===== src/cache_pkg.sv =====
package cache_pkg;

    localparam int ADDR_WIDTH  = 9;    // Word address
    localparam int DATA_WIDTH  = 32;
    localparam int INDEX_WIDTH = 3;
    localparam int TAG_WIDTH   = ADDR_WIDTH - INDEX_WIDTH;
    localparam int NUM_SETS    = 1 << INDEX_WIDTH;
    localparam int NUM_WAYS    = 2;

    // Word address as seen by the cache
    typedef struct packed {
        logic [TAG_WIDTH-1:0]   tag;
        logic [INDEX_WIDTH-1:0] index;
    } cache_addr_t;

    // One way entry of the tag store
    typedef struct packed {
        logic                 valid;
        logic                 dirty;
        logic                 used;    // Set on the way touched last
        logic [TAG_WIDTH-1:0] tag;
    } tag_entry_t;

    typedef logic [$clog2(NUM_WAYS)-1:0] way_sel_t;

    // CPU request, held until cpu_done
    typedef struct packed {
        logic                  rd;
        logic                  wr;
        cache_addr_t           addr;
        logic [DATA_WIDTH-1:0] wdata;
    } cpu_req_t;

    // Memory request, held until mem_ack
    typedef struct packed {
        logic                  rd;
        logic                  wr;
        cache_addr_t           addr;
        logic [DATA_WIDTH-1:0] wdata;
    } mem_req_t;

    // Decode of both stored entries against the request tag
    typedef struct packed {
        logic     hit;
        way_sel_t hit_way;
        way_sel_t victim_way;
        logic     victim_dirty;      // Victim valid and dirty
        logic     any_used_clear;
    } lookup_t;

endpackage


===== src/cache_controller.sv =====
module cache_controller (
    input  logic                                 clock,
    input  logic                                 reset_n,
    input  cache_pkg::cpu_req_t                  cpu_req,
    output logic [cache_pkg::DATA_WIDTH-1:0]     cpu_rdata,
    output logic                                 cpu_done,
    output cache_pkg::mem_req_t                  mem_req,
    input  logic                                 mem_ack,
    input  logic [cache_pkg::DATA_WIDTH-1:0]     mem_rdata,
    input  cache_pkg::lookup_t                   result,
    input  cache_pkg::tag_entry_t                next_entry0,
    input  cache_pkg::tag_entry_t                next_entry1,
    input  cache_pkg::tag_entry_t                read_entry0,
    input  cache_pkg::tag_entry_t                read_entry1,
    input  logic [cache_pkg::DATA_WIDTH-1:0]     read_data0,
    input  logic [cache_pkg::DATA_WIDTH-1:0]     read_data1,
    output logic [cache_pkg::INDEX_WIDTH-1:0]    index,
    output logic [cache_pkg::TAG_WIDTH-1:0]      req_tag,
    output logic                                 write_hit,
    output logic [cache_pkg::NUM_WAYS-1:0]       tag_write_en,
    output logic [cache_pkg::NUM_WAYS-1:0]       data_write_en,
    output cache_pkg::tag_entry_t                write_entry0,
    output cache_pkg::tag_entry_t                write_entry1,
    output logic [cache_pkg::DATA_WIDTH-1:0]     write_data
);

    import cache_pkg::*;

    typedef enum logic [2:0] {
        IDLE,
        LOOKUP,
        WRITEBACK,
        REFILL,
        REREAD
    } state_t;

    state_t     state;
    cpu_req_t   req_q;       // Latched CPU request
    way_sel_t   victim_q;
    logic       accept;
    tag_entry_t victim_entry;
    tag_entry_t fill_entry;
    tag_entry_t kept0;
    tag_entry_t kept1;
    mem_req_t   wb_req;
    mem_req_t   fill_req;

    // CPU still holds the finished request while cpu_done is up
    assign accept = (state == IDLE) && !cpu_done && (cpu_req.rd || cpu_req.wr);

    assign index     = (state == IDLE) ? cpu_req.addr.index : req_q.addr.index;
    assign req_tag   = req_q.addr.tag;
    assign write_hit = req_q.wr;

    assign victim_entry = result.victim_way ? read_entry1 : read_entry0;

    always_comb
    begin
        wb_req            = '0;
        wb_req.wr         = 1'b1;
        wb_req.addr.tag   = victim_entry.tag;
        wb_req.addr.index = req_q.addr.index;
        wb_req.wdata      = result.victim_way ? read_data1 : read_data0;
        fill_req          = '0;
        fill_req.rd       = 1'b1;
        fill_req.addr     = req_q.addr;
    end

    // Line installed by a refill, and the neighbour with used cleared
    always_comb
    begin
        fill_entry       = '0;
        fill_entry.valid = 1'b1;
        fill_entry.used  = 1'b1;
        fill_entry.tag   = req_q.addr.tag;
        kept0            = read_entry0;
        kept0.used       = 1'b0;
        kept1            = read_entry1;
        kept1.used       = 1'b0;
    end

    always_comb
    begin
        tag_write_en  = '0;
        data_write_en = '0;
        write_entry0  = next_entry0;
        write_entry1  = next_entry1;
        write_data    = req_q.wdata;
        case (state)
            LOOKUP:
            begin
                if (result.hit)
                begin
                    tag_write_en = '1;    // Update used and dirty bits
                    if (req_q.wr)
                    begin
                        data_write_en[result.hit_way] = 1'b1;
                    end
                end
            end
            REFILL:
            begin
                if (mem_ack)
                begin
                    tag_write_en            = '1;
                    data_write_en[victim_q] = 1'b1;
                    write_data              = mem_rdata;
                    write_entry0            = (victim_q == 1'b0) ? fill_entry : kept0;
                    write_entry1            = (victim_q == 1'b1) ? fill_entry : kept1;
                end
            end
            default:
            begin
            end
        endcase
    end

    always_ff @(posedge clock or negedge reset_n)
    begin
        if (!reset_n)
        begin
            state    <= IDLE;
            mem_req  <= '0;
            cpu_done <= 1'b0;
        end
        else
        begin
            cpu_done <= 1'b0;
            case (state)
                IDLE:
                begin
                    if (accept)
                    begin
                        state <= LOOKUP;
                    end
                end
                LOOKUP:
                begin
                    if (result.hit)
                    begin
                        cpu_done <= 1'b1;
                        state    <= IDLE;
                    end
                    else if (result.victim_dirty)
                    begin
                        mem_req <= wb_req;
                        state   <= WRITEBACK;
                    end
                    else
                    begin
                        mem_req <= fill_req;
                        state   <= REFILL;
                    end
                end
                WRITEBACK:
                begin
                    if (mem_ack)
                    begin
                        mem_req <= fill_req;
                        state   <= REFILL;
                    end
                end
                REFILL:
                begin
                    if (mem_ack)
                    begin
                        mem_req <= '0;
                        state   <= REREAD;
                    end
                end
                REREAD: state <= LOOKUP;    // Store read sees the new line
                default: state <= IDLE;
            endcase
        end
    end

    always_ff @(posedge clock)
    begin
        if (accept)
        begin
            req_q <= cpu_req;
        end
        if (state == LOOKUP)
        begin
            victim_q <= result.victim_way;
        end
        if (state == LOOKUP && result.hit)
        begin
            cpu_rdata <= result.hit_way ? read_data1 : read_data0;
        end
    end

    a_mem_one_op: assert property (
        @(posedge clock) disable iff (!reset_n)
        !(mem_req.rd && mem_req.wr));

    a_mem_hold: assert property (
        @(posedge clock) disable iff (!reset_n)
        (mem_req.rd || mem_req.wr) && !mem_ack |=> $stable(mem_req));

    // Used bits must always leave a victim to pick
    a_victim_free: assert property (
        @(posedge clock) disable iff (!reset_n)
        (state == LOOKUP) && !result.hit |-> result.any_used_clear);

endmodule


===== src/cache_lookup.sv =====
module cache_lookup (
    input  logic [cache_pkg::TAG_WIDTH-1:0] req_tag,
    input  cache_pkg::tag_entry_t           entry0,
    input  cache_pkg::tag_entry_t           entry1,
    input  logic                            write_hit,   // Current request is a write
    output cache_pkg::lookup_t              result,
    output cache_pkg::tag_entry_t           next_entry0,
    output cache_pkg::tag_entry_t           next_entry1
);

    import cache_pkg::*;

    tag_entry_t            entry [NUM_WAYS];
    tag_entry_t            next  [NUM_WAYS];
    logic [NUM_WAYS-1:0]   way_hit;
    way_sel_t              victim;
    way_sel_t              accessed;

    assign entry[0]    = entry0;
    assign entry[1]    = entry1;
    assign next_entry0 = next[0];
    assign next_entry1 = next[1];

    always_comb
    begin
        for (int w = 0; w < NUM_WAYS; w++)
        begin
            way_hit[w] = entry[w].valid && (entry[w].tag == req_tag);
        end
    end

    // First way with used clear, way 0 when neither is clear
    assign victim   = way_sel_t'(entry0.used && !entry1.used);
    assign accessed = (|way_hit) ? way_sel_t'(way_hit[1]) : victim;

    always_comb
    begin
        result.hit            = |way_hit;
        result.hit_way        = way_sel_t'(way_hit[1]);
        result.victim_way     = victim;
        result.victim_dirty   = entry[victim].valid && entry[victim].dirty;
        result.any_used_clear = !entry0.used || !entry1.used;
    end

    // Accessed way becomes the used one and the other drops back
    always_comb
    begin
        for (int w = 0; w < NUM_WAYS; w++)
        begin
            next[w]      = entry[w];
            next[w].used = (accessed == way_sel_t'(w));
            if (write_hit && (|way_hit) && (accessed == way_sel_t'(w)))
            begin
                next[w].dirty = 1'b1;    // Write hit leaves the line dirty
            end
        end
    end

    // A tag is only installed after a miss, so one set never holds it twice
    always_comb
    begin
        assert final (!(way_hit[0] && way_hit[1]))
            else $error("cache_lookup: tag %0h hits in both ways", req_tag);
    end

endmodule


===== src/cache_top.sv =====
module cache_top (
    input  logic                              clock,
    input  logic                              reset_n,
    input  cache_pkg::cpu_req_t               cpu_req,
    output logic [cache_pkg::DATA_WIDTH-1:0]  cpu_rdata,
    output logic                              cpu_done,
    output cache_pkg::mem_req_t               mem_req,
    input  logic                              mem_ack,
    input  logic [cache_pkg::DATA_WIDTH-1:0]  mem_rdata
);

    import cache_pkg::*;

    logic [INDEX_WIDTH-1:0] index;
    logic [TAG_WIDTH-1:0]   req_tag;
    logic                   write_hit;
    logic [NUM_WAYS-1:0]    tag_write_en;
    logic [NUM_WAYS-1:0]    data_write_en;
    logic [DATA_WIDTH-1:0]  write_data;
    logic [DATA_WIDTH-1:0]  read_data0;
    logic [DATA_WIDTH-1:0]  read_data1;
    tag_entry_t             write_entry0;
    tag_entry_t             write_entry1;
    tag_entry_t             read_entry0;
    tag_entry_t             read_entry1;
    tag_entry_t             next_entry0;
    tag_entry_t             next_entry1;
    lookup_t                result;

    tag_store u_tag_store (
        .clock        (clock),
        .reset_n      (reset_n),
        .index        (index),
        .write_en     (tag_write_en),
        .write_entry0 (write_entry0),
        .write_entry1 (write_entry1),
        .read_entry0  (read_entry0),
        .read_entry1  (read_entry1)
    );

    data_store u_data_store (
        .clock      (clock),
        .index      (index),
        .write_en   (data_write_en),
        .write_data (write_data),
        .read_data0 (read_data0),
        .read_data1 (read_data1)
    );

    cache_lookup u_lookup (
        .req_tag     (req_tag),
        .entry0      (read_entry0),
        .entry1      (read_entry1),
        .write_hit   (write_hit),
        .result      (result),
        .next_entry0 (next_entry0),
        .next_entry1 (next_entry1)
    );

    cache_controller u_controller (
        .clock         (clock),
        .reset_n       (reset_n),
        .cpu_req       (cpu_req),
        .cpu_rdata     (cpu_rdata),
        .cpu_done      (cpu_done),
        .mem_req       (mem_req),
        .mem_ack       (mem_ack),
        .mem_rdata     (mem_rdata),
        .result        (result),
        .next_entry0   (next_entry0),
        .next_entry1   (next_entry1),
        .read_entry0   (read_entry0),
        .read_entry1   (read_entry1),
        .read_data0    (read_data0),
        .read_data1    (read_data1),
        .index         (index),
        .req_tag       (req_tag),
        .write_hit     (write_hit),
        .tag_write_en  (tag_write_en),
        .data_write_en (data_write_en),
        .write_entry0  (write_entry0),
        .write_entry1  (write_entry1),
        .write_data    (write_data)
    );

endmodule


===== src/data_store.sv =====
module data_store (
    input  logic                                 clock,
    input  logic [cache_pkg::INDEX_WIDTH-1:0]    index,
    input  logic [cache_pkg::NUM_WAYS-1:0]       write_en,
    input  logic [cache_pkg::DATA_WIDTH-1:0]     write_data,
    output logic [cache_pkg::DATA_WIDTH-1:0]     read_data0,
    output logic [cache_pkg::DATA_WIDTH-1:0]     read_data1
);

    import cache_pkg::*;

    logic [DATA_WIDTH-1:0] words   [NUM_WAYS][NUM_SETS];
    logic [DATA_WIDTH-1:0] rd_word [NUM_WAYS];

    assign read_data0 = rd_word[0];
    assign read_data1 = rd_word[1];

    // Plain synchronous-read RAM per way
    always_ff @(posedge clock)
    begin
        for (int w = 0; w < NUM_WAYS; w++)
        begin
            if (write_en[w])
            begin
                words[w][index] <= write_data;
            end
            rd_word[w] <= words[w][index];
        end
    end

endmodule


===== src/tag_store.sv =====
module tag_store (
    input  logic                                  clock,
    input  logic                                  reset_n,
    input  logic [cache_pkg::INDEX_WIDTH-1:0]     index,
    input  logic [cache_pkg::NUM_WAYS-1:0]        write_en,
    input  cache_pkg::tag_entry_t                 write_entry0,
    input  cache_pkg::tag_entry_t                 write_entry1,
    output cache_pkg::tag_entry_t                 read_entry0,
    output cache_pkg::tag_entry_t                 read_entry1
);

    import cache_pkg::*;

    tag_entry_t entries  [NUM_WAYS][NUM_SETS];
    tag_entry_t wr_entry [NUM_WAYS];
    tag_entry_t rd_entry [NUM_WAYS];

    assign wr_entry[0]  = write_entry0;
    assign wr_entry[1]  = write_entry1;
    assign read_entry0  = rd_entry[0];
    assign read_entry1  = rd_entry[1];

    // Reset clears every valid bit of the flop array
    always_ff @(posedge clock or negedge reset_n)
    begin
        if (!reset_n)
        begin
            for (int w = 0; w < NUM_WAYS; w++)
            begin
                for (int s = 0; s < NUM_SETS; s++)
                begin
                    entries[w][s] <= '0;
                end
                rd_entry[w] <= '0;
            end
        end
        else
        begin
            for (int w = 0; w < NUM_WAYS; w++)
            begin
                if (write_en[w])
                begin
                    entries[w][index] <= wr_entry[w];
                end
                // Read returns the old entry on a same-edge write
                rd_entry[w] <= entries[w][index];
            end
        end
    end

endmodule


===== config.mk =====
export PLATFORM = sky130hd
export DESIGN_NAME = cache_top
export DESIGN_NICKNAME = d
export VERILOG_FILES = /design/src/cache_pkg.sv /design/src/cache_controller.sv /design/src/cache_lookup.sv /design/src/cache_top.sv /design/src/data_store.sv /design/src/tag_store.sv
export SDC_FILE = /design/constraint.sdc
export NUM_CORES = 1
export LEC_CHECK = 0
export ABC_CLOCK_PERIOD_IN_PS = 4450
export BUFFER_PORTS_ARGS = -buffer_cell sky130_fd_sc_hd__buf_2
export CORE_UTILIZATION = 61
export DETAILED_ROUTE_END_ITERATION = 12
export GPL_TIMING_DRIVEN = 0
export PLACE_DENSITY = 0.79
export SLEW_MARGIN = 25
export SYNTH_ARGS = -nofsm -noshare
export SYNTH_HDL_FRONTEND = slang
export SYNTH_SLANG_ARGS = --single-unit
export TNS_END_PERCENT = 1

===== constraint.sdc =====
create_clock -name clock -period 4.45 [get_ports clock]
set_input_delay 0.445 -clock clock [delete_from_list [all_inputs] [get_ports clock]]
set_output_delay 0.445 -clock clock [all_outputs]
set_load 0.005 [all_outputs]

---- Yosys cells after proc, flatten, opt, wreduce, memory -nomap -nowiden ----
Memory sizes are Yosys's and may differ from the RTL's.
Cells that the tools add are included.
Widths: inputs -> output; s select.
operators by class
  add/subtract/negate cells ............... 0
  multiply operators ...................... 0
  divide/modulo/power cells ............... 0
  magnitude comparators ................... 7
  equal/unequal tests ..................... 10
  shifts and indexed selects .............. 0
  mux-type cells .......................... 67
  bitwise gates (word level) .............. 3
  reduce and logical (&&, ||, !) cells .... 22
operators with widths
  operator            number
  $mux 256            4
  $mux 32             9
  $reduce_or 256->1   1
  $bmux 32 s3         2
  $mux 43             4
  $bwmux 72           2
  $pmux 43 s3         1
  $mux 9              14
  $demux 32 s3        1
  $bmux 9 s3          2
  $demux 9 s3         1
  $mux 3              5
  $pmux 3 s5          1
  $logic_and 1x1->1   13
  $eq 6x6->1          2
  $mux 1              11
  $mux 2              5
  $pmux 2 s2          2
  $eq 3x2->1 const B  2
  $mux 6              1
  $ne 2x2->1 const B  3
  $ge 4x4->1 const B  1
  $lt 1x2->1 const B  2
  $lt 4x1->1 const B  1
  16 further kinds    19
storage, ports and cells
  register bits ........................... 284
  latch bits .............................. 0
  memory bits (writable) .................. 576
  memory bits (read-only) ................. 0
  input bits .............................. 78
  output and inout port bits .............. 76
  word-level logic and storage cells ...... 196
  memories kept ........................... 2
memory list
  name                  words  width  rd ports  clocked after Yosys merged registers in  write ports  line              source
  u_data_store.words    2      256    2         0                                        1            data_store.sv:12  logic [DATA_WIDTH-1:0] words [NUM_WAYS][NUM_SETS];
  u_data_store.rd_word  2      32     2         0                                        2            data_store.sv:13  logic [DATA_WIDTH-1:0] rd_word [NUM_WAYS];

---- Longest topological paths before layout ----
Gate-level depths: netlist (run 1).
  word-level depth ........................ 13
  gate-level depth with buffers ........... 10
  depth with buffers taken out ............ 6

---- Modules after synthesis ----
Synthesis (run 1) repeated with hierarchy kept, for this count alone.
unflattened totals
  cell total of the unflattened synthesis .. 1695
  area total of the unflattened synthesis .. 34207.8 µm²
modules (own cells, without submodules)
  module            instances  cells an instance  area each (µm²)  sequential area each (µm²)
  data_store        1          829                20832.5          16656.0
  tag_store         1          409                7084.3           4053.9
  cache_controller  1          413                5949.5           3428.3
  cache_lookup      1          44                 341.6            0.0

---- Least setup slack after synthesis (run 1) ----
No wires, ideal clock.
  path type ............................... register -> register
  start point ............................. register u_controller.req_q (netlist bit u_controller.req_tag[0])
  end point ............................... memory u_data_store.words[0][256] in the netlist's numbering (enable)
  setup time .............................. 421 ps
  data arrival time ....................... 2972 ps
  data required time ...................... 4029 ps
  slack ................................... 1056 ps
  cell stages (with the launch flop) ...... 6
  buffers on the path ..................... 1
  period minus slack after synthesis ...... 3394 ps
  cells stage by stage .................... edfxtp_1 -> xor2_1 -> nor4_2 -> clkbuf_1 -> a32oi_1 -> nor2_1
on the way
  cells in the longest elaborated chain, start to end .. 13
  elaborated cells between the ends (all ways) .. 20
  those cells by class .................... order compare: 2; eq/ne: 2; mux: 11; reduce/logical: 5
ends and longest elaborated chain
  item                                                                   line                     source
  from (decl)                                                            cache_controller.sv:38   cpu_req_t req_q;
  from (signal assigned)                                                 cache_controller.sv:181  req_q <= cpu_req;
  $eq 6x6->1                                                             cache_lookup.sv:28       way_hit[w] = entry[w].valid && (entry[w].tag == req_tag);
  $logic_and 1x1->1                                                      cache_lookup.sv:28
  $lt 1x2->1 (implied by the code) / $ge 1x1->1 (equally long branches)  cache_controller.sv:97   data_write_en[result.hit_way] = 1'b1;
  $logic_and 1x1->1 (implied by the code)                                cache_controller.sv:97
  $mux 1 (implied by the code)                                           cache_controller.sv:97
  $demux 1 s1                                                            --
  $mux 2                                                                 cache_controller.sv:95   if (req_q.wr)
  $mux 2 (*)                                                             cache_controller.sv:92   if (result.hit)
  $pmux 2 s2 (*)                                                         cache_controller.sv:89   case (state)
  $mux 1                                                                 data_store.sv:23         if (write_en[w])
  $mux 256 (implied by the code)                                         data_store.sv:25         words[w][index] <= write_data;
  $reduce_or 256->1 (no line)                                            --
  $mux 1 (no line) / $mux 256 (equally long branches)                    --
  to (decl)                                                              data_store.sv:12
Mark *: on every way between the ends. The rest lies on a longest branch, timed or not.

---- Final worst setup path (run 1) ----
  start point ............................. register u_controller.req_q (netlist bit u_controller.req_tag[5])
  end point ............................... memory u_data_store.words[0][292] in the netlist's numbering (enable)
The elaborated chain is that of the path after synthesis.

==> results_dict.tcl, run 1 <==
set metrics [dict create \
    yosysMostFrequentCell "edfxtp_1" \
    power.total_mw 24.26 \
    dr.pass1.iters 6 \
    synth_top_area_cell "edfxtp_1" \
    r2r_setup_slack_ns 0.36 \
    nFillCells 2987 \
    syn_area_um2 32520 \
    fin_skew_ns 0.03621 \
    antenna_found_initial 3 \
    drc 0 \
    synth_top_area_frac 0.5420 \
    crit_type "flip-flop to flip-flop" \
    drt_iter0_drc 3568 \
    worstReg2RegStart "u_controller.req_tag[5]" \
    outcome "finished, final reports clean" \
    clk_pin_slew_ns 0.06 \
    p_leak_nw 14.80 \
    startpoint_type "flip-flop" \
    ant_nets 0 \
    hp-class "input port to flip-flop" \
    ios 154 \
    wirelength_um 99420 \
    rows 84 \
    max_freq_mhz 244.3 \
    dpl.hpwl_um 62940 \
    coreArea_um2 52660 \
    start_util 0.6176 \
    hold_slack_ns 0.02853 \
    hp-start "cpu_req[40]" \
    ys_types 51 \
    cts_tree "yes" \
    yosysWarnings 0 \
    power_density_nw_per_um2 633.1 \
    grt_pass1_vias 21210 \
    ys_seq_area_frac 0.7423 \
    die_w_um 232.9 \
    grt_max_degree 87 \
    whs_path_depth 1 \
    htree_levels 3 \
    gp_congestion 0.8806 \
    rsz0062_at_grt "false" \
    dieHeight_um 232.9 \
    finalCriticalPeriod_ns 4.093 \
    synthTopCellsByCount "edfxtp_1, nand2_1, dfrtp_1, mux2_2, a22oi_1" \
    preCtsSetupSlack_ns 0.3933 \
    fin_cells 3125 \
    r2r_end "u_data_store.words[0][292]" \
    syn_avg_cell_area_um2 15.81 \
    fin_ws_ns 0.3572 \
    end_kind "flip-flop" \
    clock_path_buffers 3 \
    hold_violations 0 \
    reg2reg_depth 9 \
    setup_viol 0 \
    vias 21350 \
    synth-main-ff-cell "edfxtp_1" \
    peakVddDrop_mv 0.4347 \
    netlist_top_cells_area "edfxtp_1, dfrtp_1, mux2_2" \
    fin_crit_sh 0.9197 \
    path_max_fanout 12 \
    drt-vias-per-instance 6.831 \
    cts_sinks 860 \
    critical_path_arrival_ns 4.43 \
    dp_cells 2931 \
    die-area_um2 54240 \
    min_to "u_controller.req_tag[5]" \
    ys_async_sr_fraction 0.2430 \
    portBuffers 153 \
    synthCells 2057 \
    overflow 0 \
    required_ns 4.78 \
    grt_pass1_wl_um 141000 \
    syn_nets 2135 \
    drive_gt1_frac 0.2604 \
    clock_latency_ns 0.65 \
    setup_tns_ns 0 \
    syn_to_final_growth_pct 17.84 \
    yosys_register_bits 860 \
    maxSlewViolCount 0 \
    tightest_slew_ns 1.158 \
    wl_per_cell_um 31.81 \
    nNetsFinal 2444 \
    cap_violations 0 \
    slew_headroom 0.2249 \
    grt.total_usage 0.3716 \
    numCtsBuffers 82 \
    clock-root-buffer "clkbuf_16" \
    synth-edff-count 587 \
]
[critical path: stages, from the launching register on]
cell,delay (ns)
edfxtp_1,0.47
xnor2_1,0.37
nand4_1,0.20
nor4_2,0.40
clkbuf_1,0.64
a32oi_2,0.50
buf_6,0.28
nor2_4,0.50
buf_16,0.24
buf_16,0.16
[layout by cell type (no fill, tap or decap), drive strengths merged, types with 2 or more instances in the layout]
cell,Yosys,routed
dfxtp,64,64
buf,67,252
mux2i,80,80
o221ai,19,19
xor2,7,7
clkinv,0,17
edfxtp,587,587
a221oi,21,21
diode,0,2
a31oi,8,8
o31a,2,2
dfrtp,209,209
a22o,27,27
xnor2,6,6
or4,3,3
clkbuf,42,170
a222oi,29,29
a32o,2,2
nand3,35,35
mux2,212,212
nor4,2,2
clkinvlp,0,3
nor3,2,2
nand2b,9,9
nand2,316,316
dlygate4sd3,0,38
a21oi,27,27
inv,4,7
nand4,5,5
nor2,45,45
a22oi,146,146
nand3b,2,2
bufinv,0,4
o21ai,46,46
a221o,2,2
o2111ai,23,23
[state kept, by name, summed over array words and instances (netlist names), 6 cells and up]
signal,flops
u_controller.req_q,32
u_controller.cpu_rdata,32
u_tag_store.read_entry0,9
u_data_store.rd_word,64
u_tag_store.read_entry1,9
u_controller.mem_req,43
u_controller.req_tag,6
u_data_store.words,512
u_tag_store.entries,144
[timing repair]
item	in CTS	in global routing
setup endpoints to repair	0	0
buffers inserted	0	0
gates resized for setup	0	0
hold endpoints to repair	93	0
hold buffers	38	0
[report_power, final]
group	switching (mW)	internal (mW)	leakage [nW]	total (mW)
Clock	3.07	4.13	1.37	7.19
Sequential	0.551	10.2	8.70	10.7
Combinational	4.51	1.84	4.73	6.36
Total	8.13	16.1	14.8	24.3
[layer usage]
metal	GRT usage	vias up	part of all wire
met5	0	-	0
met3	0.1123	370	0.14
li1	-	8545	-
met2	0.5655	1925	0.45
met1	0.4780	10510	0.34
met4	0.2096	0	0.062
[logic make-up (layout without fill, tap and decap cells)]
family	Yosys count	count (layout)	synth area share
and+or+nand+nor	423	423	0.05383
DFF	860	860	0.7423
AOI/OAI and AO/OA	356	356	0.08538
other	0	2	0
buffers and inverters	113	491	0.01689
xor gates and xnor gates	13	13	0.003501
muxes	292	292	0.09815
[area by class of cell]
cell class,instances,area [um^2],share of cell area
diodes,2,5.005,0.0001306
plain buffers,109,544.3,0.01420
clock buffers,126,2495,0.06510
clock inverters,27,285.3,0.007444
inverters,4,17.52,0.0004571
multi-input cells,1084,7984,0.2083
flip-flops and latches,860,24140,0.6299
well taps,688,860.8,0.02246
repair buffers,225,1993,0.05201
[how the worst max path moves through the flow]
stage / startpoint / end / cells past startpoint / slack, ns
floorplan: u_controller.req_tag[0] / u_data_store.words[0][256] / 5 / 1.06
global placement: u_controller.req_tag[5] / u_data_store.words[0][484] / 6 / -1.59
detailed placement: u_controller.req_tag[5] / u_data_store.words[0][67] / 9 / 0.39
CTS: u_controller.state[1] / u_data_store.rd_word[0][13] / 6 / 0.35
global route: u_controller.state[0] / u_data_store.rd_word[0][36] / 7 / 0.35
finish: u_controller.req_tag[5] / u_data_store.words[0][292] / 9 / 0.36
[per-stage QoR]
| step | cell area [um^2] | util |
|---|---|---|
| floorplan | 32520 | - |
| detailed placement | 35130 | 0.6672 |
| CTS | 38290 | 0.7272 |
| finish | 38320 | 0.7278 |
| global route | 38320 | 0.7277 |
| global placement | 34150 | 0.6485 |
(Power assumes the default switching activity.)
==> run 2, diff against run 1 <==
REMOVE_ABC_BUFFERS = 1   (was not set)
==> results_dict.tcl, run 2 (same netlist as run 1, synthesis figures left out) <==
set metrics [dict create \
    largest_register_ff_count 512 \
    fin_ws_ns 0.2284 \
    crit_type "flip-flop to flip-flop" \
    hold_slack_ns 0.09209 \
    syn_to_final_growth_pct 19.58 \
    min_to "u_controller.fill_req[33]" \
    path_max_fanout 44 \
    rows 84 \
    htree_levels 3 \
    hp-class "input port to flip-flop" \
    end_kind "flip-flop" \
    fin_util 0.7385 \
    power_density_nw_per_um2 623.1 \
    r2r_setup_slack_ns 0.23 \
    r2r_end "u_data_store.words[0][290]" \
    hold_violations 0 \
    antenna_cells 0 \
    setup_tns_ns 0 \
    ctsHoldBuffers 40 \
    path_common_cell "buf_16" \
    gr-usage-met1 0.4311 \
    dieHeight_um 232.9 \
    grt_pass1_wl_um 128900 \
    start_util 0.6176 \
    grt-busiest-layer "met2" \
    tightest_slew_ns 1.038 \
    fin_crit_sh 0.9487 \
    die-area_um2 54240 \
    final_cell_mix "edfxtp_1, nand2_1, dfrtp_1, mux2_2, buf_2" \
    dr.pass1.iters 7 \
    layout_commonest_cell "edfxtp_1" \
    wl_per_cell_um 29.08 \
    finalCriticalPeriod_ns 4.222 \
    worstReg2RegStart "u_controller.state[2]" \
    reg_top3 "u_data_store.words x512, u_tag_store.entries x144, u_data_store.rd_word x64" \
    reg2reg_depth 9 \
    cap_violations 0 \
    met3_usage 0.06642 \
    cts_tree "yes" \
    nFillCells 2875 \
    crit_chain "and2b_1 -> nand3_4 -> inv_2 -> buf_16 -> a32oi_2 -> buf_6 -> nor2_4 -> buf_16 -> buf_16" \
    critPathMaxStageDelay_ns 0.69 \
    setup_viol 0 \
    clock-root-buffer "clkbuf_16" \
    dpl.hpwl_um 53000 \
    die_w_um 232.9 \
    max_freq_mhz 236.9 \
    overflow 0 \
    wirelength_um 88950 \
    drt_iter0_drc 2810 \
    startpoint_type "flip-flop" \
    grt_max_degree 71 \
    drc 0 \
    hp-start "cpu_req[33]" \
    numCtsBuffers 85 \
    outcome "finished, final reports clean" \
    grt.total_usage 0.3313 \
    place_area_um2 35590 \
    gp_congestion 0.8300 \
    fin_skew_ns 0.03325 \
    p_leak_nw 14.88 \
    preCtsSetupSlack_ns 0.1615 \
    grt_pass1_vias 20500 \
    peakVddDrop_mv 0.3923 \
    ios 154 \
    slowest_stage "inv_2" \
    rsz0062_at_grt "false" \
    cts_sinks 860 \
    nNetsFinal 2378 \
    critical_path_arrival_ns 4.56 \
    ant_nets 0 \
    drive_gt1_frac 0.2623 \
    post-route-cell-area_um2 38890 \
    whs_path_depth 1 \
    antenna_found_initial 1 \
    portBuffers 153 \
    top_register "u_data_store.words" \
    met2_usage 0.5316 \
    maxSlewViolCount 0 \
    clk_pin_slew_ns 0.06 \
    slew_headroom 0.2946 \
    drt-vias-per-instance 6.669 \
    clock_path_buffers 3 \
    coreArea_um2 52660 \
    cts_resized 0 \
    post_cts_buffers 0 \
    required_ns 4.79 \
    clock_latency_ns 0.64 \
    vias 20400 \
]
## run 2: worst max-delay path by stage
stage	slack (ns)	cells past startpoint	from	to
4_1_cts	0.17	8	u_controller.state[2]	u_data_store.words[0][295]
3_3_place_gp	-10.30	5	u_controller.state[0]	u_tag_store.read_entry0[8]
5_1_grt	0.15	9	u_controller.state[2]	u_data_store.words[0][290]
6_report	0.23	9	u_controller.state[2]	u_data_store.words[0][290]
3_5_place_dp	0.16	8	u_controller.state[2]	u_data_store.words[0][290]
2_1_floorplan	-1.55	5	u_controller.state[0]	u_data_store.rd_word[0][24]
## run 2: layout make-up
type	instances	area, um^2	area share
multi-input cells	1084	8154	0.2097
clock buffers	126	2494	0.06412
flip-flops and latches	860	24140	0.6207
inverters	4	17.52	0.0004505
repair buffers	265	2839	0.07301
clock inverters	32	384.1	0.009878
well taps	688	860.8	0.02214
## run 2: metal layers
metal / wire length (um) / vias up
met5: 13 / -
met4: 4297 / 2
met3: 9150 / 311
met2: 43030 / 1482
met1: 32460 / 10210
li1: - / 8393
## run 2: per-stage QoR
| stage | power, mW | cells |
|---|---|---|
| after global placement | 15.80 | 2789 |
| after global routing | 24.91 | 3059 |
| final | 24.23 | 3059 |
| after floorplan | 13.89 | 1948 |
| after detailed placement | 16.74 | 2860 |
| after CTS | 24.10 | 3058 |
## run 2: power by group
group	leakage, nW	switching, mW	internal, mW
clock network	1.40	3.04	4.31
logic	4.77	3.94	2.20
registers	8.70	0.591	10.2
total	14.9	7.57	16.7
## run 2: worst max-delay path, delay by kind of cell, from the launching register on
kind	cells	cell delay [ns]
buffers and inverters	5	1.59
DFF	1	0.46
AOI/OAI and AO/OA	1	0.17
and+or+nand+nor	3	1.56
